File: src/common/soc_params.svh
`ifndef SOC_PARAMS_SVH
`define SOC_PARAMS_SVH

//////////////////////////////
// address map
//////////////////////////////
// region codes in addr[30:28]
`define REGION_ZERO     3'd0
`define REGION_MAIN     3'd1
`define REGION_UART     3'd2
`define REGION_EXT      3'd4

// sits in unmapped region 6
`define SOFT_RESET_ADDR 32'h6FFF_FFFC

// memory depth, word address bits
`define BOOT_ADDR_W     10
`define MAIN_ADDR_W     12

//////////////////////////////
// reset and uart
//////////////////////////////
// top bit sets after 1024 cycles
`define RST_CNT_W       11
`define SOFT_RST_CYCLES 5
// clocks per bit out of reset
`define UART_DIV_RESET  16'd8

`endif

File: src/common/soc_pkg.sv
`default_nettype none

package soc_pkg;

   // native bus fields
   typedef logic [31:0] addr_t;
   typedef logic [31:0] data_t;
   // all zero strobes mean a read
   typedef logic [3:0]  strb_t;
   // address bits 30 to 28
   typedef logic [2:0]  region_t;

   // external bridge, one access at a time
   typedef enum logic [2:0] {
      BR_IDLE,
      BR_WRITE,
      BR_WRESP,
      BR_READ,
      BR_RRESP,
      BR_DONE
   } bridge_state_t;

   // 8N1 framing
   typedef enum logic [1:0] {
      TX_IDLE,
      TX_START,
      TX_DATA,
      TX_STOP
   } uart_tx_state_t;

   typedef enum logic [1:0] {
      RX_IDLE,
      RX_START,
      RX_DATA,
      RX_STOP
   } uart_rx_state_t;

endpackage

`default_nettype wire

File: src/common/native_bus_if.sv
`timescale 1ns/10ps
`default_nettype none

interface native_bus_if
   import soc_pkg::*;
();

   // request, held by master until ready
   logic  valid;
   addr_t addr;
   data_t wdata;
   strb_t wstrb;
   // response, one cycle pulse
   logic  ready;
   data_t rdata;

   modport master (
      output valid, addr, wdata, wstrb,
      input  ready, rdata
   );

   modport slave (
      input  valid, addr, wdata, wstrb,
      output ready, rdata
   );

   // observe only
   modport monitor (
      input valid, addr, wdata, wstrb, ready, rdata
   );

endinterface

`default_nettype wire

File: src/design/axi_lite_bridge.sv
`timescale 1ns/10ps
`default_nettype none

module axi_lite_bridge
   import soc_pkg::*;
(
   input  logic        clk,
   input  logic        reset,
   native_bus_if.slave bus,
   // write address
   output logic        awvalid,
   input  logic        awready,
   output addr_t       awaddr,
   // write data
   output logic        wvalid,
   input  logic        wready,
   output data_t       wdata,
   output strb_t       wstrb,
   // write response
   input  logic        bvalid,
   output logic        bready,
   // read address
   output logic        arvalid,
   input  logic        arready,
   output addr_t       araddr,
   // read data
   input  logic        rvalid,
   output logic        rready,
   input  data_t       rdata
);

   bridge_state_t state;
   data_t         rdata_q;

   // ready the cycle after the last handshake
   assign bus.ready = (state == BR_DONE);
   assign bus.rdata = rdata_q;

   //////////////////////////////
   // handshake FSM
   //////////////////////////////
   always_ff @(posedge clk or posedge reset) begin
      if (reset) begin
         state   <= BR_IDLE;
         awvalid <= 1'b0;
         wvalid  <= 1'b0;
         bready  <= 1'b0;
         arvalid <= 1'b0;
         rready  <= 1'b0;
      end else begin
         case (state)
            BR_IDLE: begin
               if (bus.valid && bus.wstrb != '0) begin
                  awvalid <= 1'b1;
                  wvalid  <= 1'b1;
                  state   <= BR_WRITE;
               end else if (bus.valid) begin
                  arvalid <= 1'b1;
                  state   <= BR_READ;
               end
            end
            BR_WRITE: begin
               // aw and w drop on their own ready
               if (awready) begin
                  awvalid <= 1'b0;
               end
               if (wready) begin
                  wvalid <= 1'b0;
               end
               if ((!awvalid || awready) && (!wvalid || wready)) begin
                  bready <= 1'b1;
                  state  <= BR_WRESP;
               end
            end
            BR_WRESP: begin
               if (bvalid) begin
                  bready <= 1'b0;
                  state  <= BR_DONE;
               end
            end
            BR_READ: begin
               if (arready) begin
                  arvalid <= 1'b0;
                  rready  <= 1'b1;
                  state   <= BR_RRESP;
               end
            end
            BR_RRESP: begin
               if (rvalid) begin
                  rready <= 1'b0;
                  state  <= BR_DONE;
               end
            end
            default: state <= BR_IDLE;
         endcase
      end
   end

   // request and response payload
   always_ff @(posedge clk) begin
      if (state == BR_IDLE && bus.valid) begin
         awaddr <= bus.addr;
         araddr <= bus.addr;
         wdata  <= bus.wdata;
         wstrb  <= bus.wstrb;
      end
      if (state == BR_RRESP && rvalid) begin
         rdata_q <= rdata;
      end
   end

   a_aw_hold: assert property (@(posedge clk) disable iff (reset)
      awvalid && !awready |=> awvalid && $stable(awaddr));
   a_w_hold: assert property (@(posedge clk) disable iff (reset)
      wvalid && !wready |=> wvalid && $stable(wdata));
   a_ar_hold: assert property (@(posedge clk) disable iff (reset)
      arvalid && !arready |=> arvalid && $stable(araddr));

endmodule

`default_nettype wire

File: src/flat_wrapper.sv
// flat-port wrapper written by rule: the top's interface ports become plain ports
module axi_lite_bridge_flat import soc_pkg::*;
  (clk, reset, awvalid, awready, awaddr, wvalid, wready, wdata, wstrb, bvalid, bready, arvalid, arready, araddr, rvalid, rready, rdata, bus_valid, bus_addr, bus_wdata, bus_wstrb, bus_ready, bus_rdata);
  native_bus_if bus_i ();
  input  logic clk;
  input  logic reset;
  output logic awvalid;
  input  logic awready;
  output addr_t awaddr;
  output logic wvalid;
  input  logic wready;
  output data_t wdata;
  output strb_t wstrb;
  input  logic bvalid;
  output logic bready;
  output logic arvalid;
  input  logic arready;
  output addr_t araddr;
  input  logic rvalid;
  output logic rready;
  input  data_t rdata;
  input wire logic [$bits(bus_i.valid)-1:0] bus_valid;
  input wire logic [$bits(bus_i.addr)-1:0] bus_addr;
  input wire logic [$bits(bus_i.wdata)-1:0] bus_wdata;
  input wire logic [$bits(bus_i.wstrb)-1:0] bus_wstrb;
  output wire logic [$bits(bus_i.ready)-1:0] bus_ready;
  output wire logic [$bits(bus_i.rdata)-1:0] bus_rdata;
  assign bus_i.valid = bus_valid;
  assign bus_i.addr = bus_addr;
  assign bus_i.wdata = bus_wdata;
  assign bus_i.wstrb = bus_wstrb;
  assign bus_ready = bus_i.ready;
  assign bus_rdata = bus_i.rdata;
  axi_lite_bridge u_core (.clk(clk), .reset(reset), .bus(bus_i), .awvalid(awvalid), .awready(awready), .awaddr(awaddr), .wvalid(wvalid), .wready(wready), .wdata(wdata), .wstrb(wstrb), .bvalid(bvalid), .bready(bready), .arvalid(arvalid), .arready(arready), .araddr(araddr), .rvalid(rvalid), .rready(rready), .rdata(rdata));
endmodule
File: config.mk
export PLATFORM = sky130hd
export DESIGN_NAME = axi_lite_bridge_flat
export DESIGN_NICKNAME = d
export VERILOG_FILES = /design/src/common/soc_params.svh /design/src/common/soc_pkg.sv /design/src/common/native_bus_if.sv /design/src/design/axi_lite_bridge.sv /design/src/flat_wrapper.sv
export SDC_FILE = /design/constraint.sdc
export NUM_CORES = 1
export LEC_CHECK = 0
export BUFFER_PORTS_ARGS = -buffer_cell sky130_fd_sc_hd__buf_2
export CAP_MARGIN = 20
export CORE_AREA = 2 2 96 98
export CTS_BUF_LIST = sky130_fd_sc_hd__clkbuf_8
export DETAILED_ROUTE_END_ITERATION = 10
export DIE_AREA = 0 0 98 100
export PLACE_DENSITY = 0.83
export RECOVER_POWER = 100
export SKIP_CTS_REPAIR_TIMING = 1
export SLEW_MARGIN = 5
export SYNTH_ARGS = -nofsm -noshare
export SYNTH_HDL_FRONTEND = slang
export SYNTH_SLANG_ARGS = --single-unit
File: constraint.sdc
create_clock -name clk -period 19.69 [get_ports clk]
set_input_delay 2.9535 -clock clk [delete_from_list [all_inputs] [get_ports clk]]
set_output_delay 2.9535 -clock clk [all_outputs]
set_load 0.02 [all_outputs]
==> impl_results.md, run 1 <==
- Status: finished, violations left
- Violated checks: capacitance limit, slew limit
- DP HPWL: 6.47 mm
- Layout cells sized above 1: 0.272
- Final nets: 515
- Via count: 2395
- Io pins: 246
- Multi-input gate area: 244 um^2
- Skew final: 0.0188 ns
- Via density: 4.58
- RSZ-0062 raised after global routing: no
- CTS tree: done
- Tightest Pin Transition: 3.63 ns
- Initial antenna violation count: 0
- Max cap viols: 2
- Final hold vios: 0
- Seq cells post-synth: 108
- Clk_lat worst skew: 0.36 ns
- Antenna diode count: 0
- Largest net degree at the start of global routing: 70
- Worst slew margin: -1.42
- Crit. End Element: register
- Max Freq: 162 MHz
- Vias in the first global route: 2251
- Die Area: 9800 um^2
- First-pass GRT wire length: 11.9 mm
- Clock Sinks: 108
- Final min period: 6.17 ns
- Max-slew violation count: 103
- Pwr Density: 131 nW/um^2
- Mapped Area: 3720 um^2
- CTS Root Cell: clkbuf_8
- Clock buffer count from CTS: 9
- Net Count, Synth: 292
- DRT Wirelength: 8.47 mm
- Die X: 98 um
- Buffers added on ports: 245
- Max VDD drop: 0.0000813 V
- Area delta synth->final: 30.1%
- Final setup fails: 0
- Remaining DRCs: 0
- FF+latch area: 3200 um^2
- Most frequent cells in the layout: clkbuf_1 (151), edfxtp_1 (100), buf_2 (96)
- Setup TNS: 0 ns
- Post-synthesis cell count: 184
- Placed Cells: 507
- Antenna Nets Post-Route: 0
- Core box area: 8890 um^2
- Lkg Pwr: 1.77 nW
- Per-cell routed wire length: 16.2 um
- FP Rows: 35
- Hold WC Path Type: register to register
- Fill cells: 819
- Starting Density: 0.419
- Total power: 0.635 mW
- Crit path arrival time: 6.46 ns
- Worst endpoint required time: 19.98 ns
- Synthesized area per cell: 20.2 um^2
- CTS H-tree lvls: 3
- Distinct cells, synth: 28
- Die height: 100 um
- Clock transition at path regs: 0.11 ns
- Register area share after synthesis: 0.861
- Most common cell after layout, fill and taps aside: clkbuf_1
- Non-filler cells, final: 523
- Clock tree buffer depth: 2
- Warnings, synthesis: 0
- Total track usage: 0.161
- WHS: 0.526 ns
- Crit path launch type: input port
- Gr ovfl total: 0
- Routability-driven placement congestion ratio: 0.829
- Iter 0 DRT Violations: 79
- Crit path kind: input port to register
- CP Max Fanout: 69
- Final period utilization: 0.313
- Pre-Repair DR Iteration Count: 4
power breakdown:
group,switching [mW],internal [mW]
registers,0.0234,0.314
logic,0.124,0.0394
clock network,0.0742,0.0597
worst max-delay path: stages:
cell      delay, ns
clkbuf_1       0.19
nor4b_1        0.26
clkbuf_1       2.57
nand2_1        0.27
nand3_1        0.21
worst paths after layout:
| kind | cells past startpoint | endpoint | slack (ns) | startpoint |
|---|---|---|---|---|
| setup / recovery | 5 | u_core.state[1] | 13.52 | bus_valid |
| hold / removal | 2 | u_core.bready | 0.53 | u_core.bready |
| setup reg to reg | 4 | u_core.state[1] | 15.66 | u_core.state[0] |
| hold reg to reg | 2 | u_core.bready | 0.53 | u_core.bready |
| max in group asynchronous | 2 | u_core.state[0] | 16.90 | reset |
| min in group asynchronous | 2 | u_core.awvalid | 2.53 | reset |
kinds of logic after synthesis:
| kind of cell | count (synthesis) | synth area share |
|---|---|---|
| simple gates | 22 | 0.0356 |
| compound gates | 14 | 0.0245 |
| mux | 2 | 0.00572 |
| buf+inv | 38 | 0.0733 |
| flops | 108 | 0.861 |
synth_stat cells:
cell,instances,area share
o2bb2ai_1,1,0.0024
nor4b_1,1,0.0024
buf_4,32,0.065
a21oi_1,6,0.0081
nand2b_1,3,0.0050
mux2i_1,1,0.0027
or4_4,1,0.0030
nor4_1,1,0.0017
nand3b_1,3,0.0061
a21bo_1,1,0.0027
nand4_1,1,0.0017
edfxtp_1,100,0.81
and3_1,1,0.0017
buf_6,1,0.0030
dfrtp_1,8,0.054
nor2_1,1,0.0010
nor2b_1,1,0.0017
nand2_1,4,0.0040
or3_1,1,0.0017
a22oi_1,1,0.0020
buf_2,2,0.0027
nand3_1,3,0.0040
a31oi_1,3,0.0050
nor2_2,1,0.0017
inv_1,3,0.0030
a311oi_1,1,0.0024
mux2_1,1,0.0030
o21a_1,1,0.0020
flip-flops by register name (all words and copies together), names as in the netlist:
register          cells
u_core.awaddr        32
u_core.bus.rdata     32
u_core.wdata         32
u_core.wstrb          4
u_core.state          3
u_core.arvalid        1
u_core.awvalid        1
u_core.bready         1
u_core.rready         1
u_core.wvalid         1
layer usage:
metal | GRT usage | vias up | part of all wire
met4 | 0.0417 | 0 | 0.0081
met5 | 0 | - | 0
met1 | 0.187 | 1146 | 0.37
li1 | - | 1106 | -
met2 | 0.279 | 136 | 0.53
met3 | 0.0648 | 7 | 0.095
through the flow:
stage	setup WS (ns)	util	cell area (um^2)
6_report	13.52	0.545	4840
5_1_grt	13.23	0.545	4840
4_1_cts	15.34	0.567	5040
3_5_place_dp	15.28	0.545	4850
3_3_place_gp	15.31	0.545	4850
2_1_floorplan	9.09	-	3720
layout make-up:
cell class | instances | share of cell area
clock buffers | 9 | 0.0256
clock inverters | 7 | 0.0150
inverters | 3 | 0.00233
multi-input cells | 38 | 0.0504
flip-flops and latches | 108 | 0.662
well taps | 111 | 0.0287
repair buffers | 247 | 0.216
(Power assumes the default switching activity.)
==> run 2: changes to the inputs <==
--- a/config.mk
+++ b/config.mk
@@ -7,11 +7,11 @@
 export LEC_CHECK = 0
 export BUFFER_PORTS_ARGS = -buffer_cell sky130_fd_sc_hd__buf_2
 export CAP_MARGIN = 20
-export CORE_AREA = 2 2 96 98
+export CORE_MARGIN = 2
+export CORE_UTILIZATION = 43
 export CTS_BUF_LIST = sky130_fd_sc_hd__clkbuf_8
 export DETAILED_ROUTE_END_ITERATION = 10
-export DIE_AREA = 0 0 98 100
-export PLACE_DENSITY = 0.83
+export PLACE_DENSITY = 0.84
 export RECOVER_POWER = 100
 export SKIP_CTS_REPAIR_TIMING = 1
 export SLEW_MARGIN = 5
==> constraint.sdc (replaced) <==
create_clock -name clk -period 5.79 [get_ports clk]
set_input_delay 0.8685 -clock clk [delete_from_list [all_inputs] [get_ports clk]]
set_output_delay 0.8685 -clock clk [all_outputs]
set_load 0.02 [all_outputs]
==> impl_results.md, run 2 (synthesis results as in run 1) <==
- Area delta synth->final: 29.6%
- Critical Path Sink: u_core.awaddr[21]
- Max-slew violation count: 104
- Buffers added on ports: 245
- Die Area: 9410 um^2
- Max cap viols: 3
- Clock tree buffer depth: 2
- Crit path kind: register to register
- Flop pwr share: 0.543
- Net Switching: 0.745 mW
- Initial antenna violation count: 0
- RR Endpoint: u_core.awaddr[21]
- Sw Share: 0.355
- Final core occ: 0.581
- DP HPWL: 6.68 mm
- Skew final: 0.0127 ns
- Int Pwr: 1.35 mW
- Comb power frac: 0.264
- Reg-to-reg slack, setup: 2.98 ns
- Hold WC Path Type: input port to async pin
- Worst Reg-to-Reg Cells: 2
- Max Freq: 356 MHz
- Iter 0 DRT Violations: 75
- Pwr Density: 435 nW/um^2
- Per-cell routed wire length: 16.3 um
- Final setup fails: 0
- Via count: 2380
- Clock buffer count from CTS: 9
- Antenna diode count: 0
- Most frequent cells in the layout: clkbuf_1 (147), buf_2 (101), edfxtp_1 (100)
- Io pins: 246
- Gr ovfl total: 0
- Worst slew margin: -0.220
- R2R Path Start: u_core.state[0]
- Core box area: 8300 um^2
- Worst endpoint required time: 5.73 ns
- Final period utilization: 0.486
- Final hold vios: 0
- Via density: 4.59
- Remaining DRCs: 0
- Antenna Nets Post-Route: 0
- CTS tree: done
- Starting Density: 0.448
- CTS H-tree lvls: 3
- CP Max Fanout: 36
- Die height: 97.0 um
- RSZ-0062 raised after global routing: no
- Final nets: 516
- Clk_lat worst skew: 0.35 ns
- Crit path arrival time: 2.75 ns
- Clock transition at path regs: 0.10 ns
- Status: finished, violations left
- Clk network pwr share: 0.193
- Max VDD drop: 0.000204 V
- Worst Setup SP: u_core.state[0]
- Lkg Pwr: 1.78 nW
- Largest net degree at the start of global routing: 37
- Vias in the first global route: 2535
- Crit path launch type: register
- Violated checks: capacitance limit, slew limit
- CTS Root Cell: clkbuf_8
- Die X: 97.0 um
- Pre-Repair DR Iteration Count: 4
- Clock Sinks: 108
- First-pass GRT wire length: 12.8 mm
- DRT Wirelength: 8.45 mm
- Most common cell after layout, fill and taps aside: clkbuf_1
- FP Rows: 33
- Routability-driven placement congestion ratio: 0.810
- Layout cells sized above 1: 0.281
- Setup TNS: 0 ns
- Final min period: 2.81 ns
- Total track usage: 0.176
- Crit. End Element: register
- Tightest Pin Transition: 1.83 ns
==> run 2: cell count changes in the layout (fill, tap and decap cells not counted), sizes merged <==
cell | previous run | this run
inv | 7 | 5
bufinv | 1 | 0
buf | 96 | 101
clkinv | 2 | 5
clkbuf | 160 | 156
==> run 2: cell type report <==
type / count / area (um^2)
clock buffers: 9 / 124
clock inverters: 7 / 53.8
fillers: 748 / 3480
inverters: 3 / 11.3
multi-input cells: 38 / 241
flip-flops and latches: 108 / 3200
well taps: 105 / 131
repair buffers: 248 / 1060
==> run 2: how the worst min path moves through the flow <==
stage	to	slack, ns	cells after the start
3_3_place_gp	u_core.bready	0.48	2
2_1_floorplan	u_core.bready	0.60	2
4_1_cts	u_core.wvalid	0.44	2
5_1_grt	u_core.awvalid	0.45	2
3_5_place_dp	u_core.bready	0.49	2
6_report	u_core.wvalid	0.45	2
==> run 2: power groups by stage <==
| stage | clock, mW | sequential, mW | combinational, mW |
|---|---|---|---|
| 3_5_place_dp | 0 | 1.15 | 0.617 |
| 4_1_cts | 0.421 | 1.13 | 0.616 |
| 6_report | 0.406 | 1.14 | 0.553 |
| 3_3_place_gp | 0 | 1.14 | 0.604 |
| 5_1_grt | 0.453 | 1.16 | 0.594 |
| 2_1_floorplan | 0 | 1.31 | 0.279 |
==> run 2: per-layer routing <==
layer,vias to the layer above,part of all wire,GRT usage
li1,1110,-,-
met4,0,0.024,0.0672
met3,16,0.11,0.0744
met5,-,0,0
met1,1095,0.33,0.173
met2,159,0.53,0.326
==> run 2: metrics by stage <==
stage               hold WS (ns)  worst slack [ns]  instance area, um^2  std cells  power, mW
CTS                        0.437              3.51                 5030        518       2.17
floorplan                  0.599             0.601                 3730        184       1.59
finish                     0.447              2.98                 4820        518       2.10
detailed placement         0.489              3.73                 4860        502       1.77
global route               0.448              2.63                 4820        518       2.21
global placement           0.482              3.78                 4860        502       1.74
==> run 2: critical path: stages (launching register included) <==
cell	delay (ns)
dfrtp_1	0.55
nor4b_1	0.48
clkbuf_1	1.36
==> run 3: changes to the inputs <==
==> constraint.sdc (replaced) <==
create_clock -name clk -period 2.9 [get_ports clk]
set_input_delay 0.435 -clock clk [delete_from_list [all_inputs] [get_ports clk]]
set_output_delay 0.435 -clock clk [all_outputs]
set_load 0.02 [all_outputs]
==> impl_results.md, run 3 (synthesis results as in run 1) <==
- Antenna diode count: 0
- Worst-path cell chain: nor4b_1, buf_12
- Largest net degree at the start of global routing: 70
- Skew final: 0.0161 ns
- Comb power frac: 0.262
- Max cap viols: 0
- Final hold vios: 0
- Delay-heaviest family, CP: simple AND/OR/NAND/NOR gates
- CTS Root Cell: clkbuf_8
- Area delta synth->final: 30.7%
- Buf/Inv on CP: 1
- FF+latch area: 3200 um^2
- Pre-Repair DR Iteration Count: 4
- Total power: 4.29 mW
- Die height: 97.0 um
- Remaining DRCs: 0
- Multi-input gate area: 245 um^2
- Clock tree buffer depth: 2
- Clock buffer count from CTS: 9
- Clk_lat worst skew: 0.36 ns
- Max-slew violation count: 0
- RSZ-0062 raised after global routing: no
- Net Switching: 1.50 mW
- CTS H-tree lvls: 3
- Iter 0 DRT Violations: 111
- Via density: 4.60
- Sw Share: 0.349
- DRT Wirelength: 8.16 mm
- Hold WC Path Type: input port to async pin
- CP Max Fanout: 69
- CP max stage cell: nor4b_1
- Starting Density: 0.448
- Most common cell after layout, fill and taps aside: clkbuf_1
- Flop pwr share: 0.526
- Int Pwr: 2.79 mW
- Routability-driven placement congestion ratio: 0.797
- Setup TNS: 0 ns
- CTS tree: done
- Clk network pwr share: 0.212
- First-pass GRT wire length: 12.5 mm
- FP Rows: 33
- Worst endpoint required time: 2.92 ns
- Crit path arrival time: 1.91 ns
- Final nets: 515
- Max Freq: 530 MHz
- Final period utilization: 0.651
- Initial antenna violation count: 0
- DP HPWL: 6.23 mm
- Vias in the first global route: 2379
- Crit. End Element: register
- Tightest Pin Transition: 0.727 ns
- Core box area: 8300 um^2
- Total track usage: 0.171
- Clock Sinks: 108
- Die Area: 9410 um^2
- Die X: 97.0 um
- Max VDD drop: 0.000509 V
- Gr ovfl total: 0
- Buffers added on ports: 245
- Status: completed
- Crit path launch type: register
- Fill cells: 735
- Most frequent cells in the layout: clkbuf_1 (142), buf_2 (103), edfxtp_1 (100)
- Io pins: 246
- Crit path largest cell delay: 0.58 ns
- Crit path kind: register to register
- Layout cells sized above 1: 0.296
- Final min period: 1.89 ns
- WHS: 0.0136 ns
- Per-cell routed wire length: 15.8 um
- Final setup fails: 0
- Worst slew margin: 0.515
- Pwr Density: 881 nW/um^2
- Clock transition at path regs: 0.10 ns
- Via count: 2377
- Lkg Pwr: 1.80 nW
- Antenna Nets Post-Route: 0
run 3: changes by cell type in the layout (fill, tap and decap cells not counted):
cell / previous run / this run
clkinv_4: 4 / 2
clkbuf_1: 147 / 142
or4_4: 0 / 1
or4_1: 1 / 0
clkbuf_2: 0 / 1
inv_6: 0 / 2
clkinv_1: 1 / 0
buf_2: 101 / 103
buf_12: 0 / 1
inv_8: 1 / 0
clkinvlp_4: 0 / 1
bufinv_16: 0 / 1
run 3: final cells by class:
class	count	share of cell area
clock buffers	9	0.0255
clock inverters	7	0.0157
inverters	3	0.00231
multi-input cells	38	0.0504
flip-flops and latches	108	0.658
well taps	105	0.0270
repair buffers	247	0.221
run 3: through the flow:
step / instances / worst slack [ns] / instance area (um^2) / util
2_1_floorplan: 184 / -0.296 / 3740 / -
3_3_place_gp: 501 / 1.27 / 4860 / 0.586
3_5_place_dp: 501 / 1.24 / 4860 / 0.586
4_1_cts: 517 / 1.05 / 5060 / 0.610
5_1_grt: 517 / 0.922 / 4860 / 0.586
6_report: 517 / 1.01 / 4860 / 0.586
run 3: final timing paths:
path,slack [ns],cells past startpoint,end,start
hold reg to reg,0.54,2,u_core.bready,u_core.bready
hold / removal,0.01,2,u_core.bready,reset
max in group asynchronous,2.64,2,u_core.state[2],reset
min in group clk,0.24,1,u_core.awaddr[20],bus_addr[20]
setup / recovery,1.01,2,u_core.wdata[11],u_core.state[0]
setup reg to reg,1.01,2,u_core.wdata[11],u_core.state[0]
run 3: metal layers:
layer	global-route usage	share of wire
met1	0.179	0.35
met2	0.315	0.54
met3	0.0643	0.10
met4	0.0531	0.011
met5	0	0
run 3: power groups by stage:
| stage | Clock (mW) | Sequential, mW | Combinational, mW |
|---|---|---|---|
| 6_report | 0.907 | 2.26 | 1.12 |
| 5_1_grt | 0.992 | 2.29 | 1.20 |
| 4_1_cts | 0.935 | 2.26 | 1.24 |
| 3_5_place_dp | 0 | 2.29 | 1.24 |
| 3_3_place_gp | 0 | 2.27 | 1.21 |
| 2_1_floorplan | 0 | 2.59 | 0.566 |
run 3: worst reg2reg max path, delay by kind of cell (launching register included):
kind                   cells  cell delay [ns]
and+or+nand+nor            1             0.58
DFF                        1             0.54
buffers and inverters      1             0.38
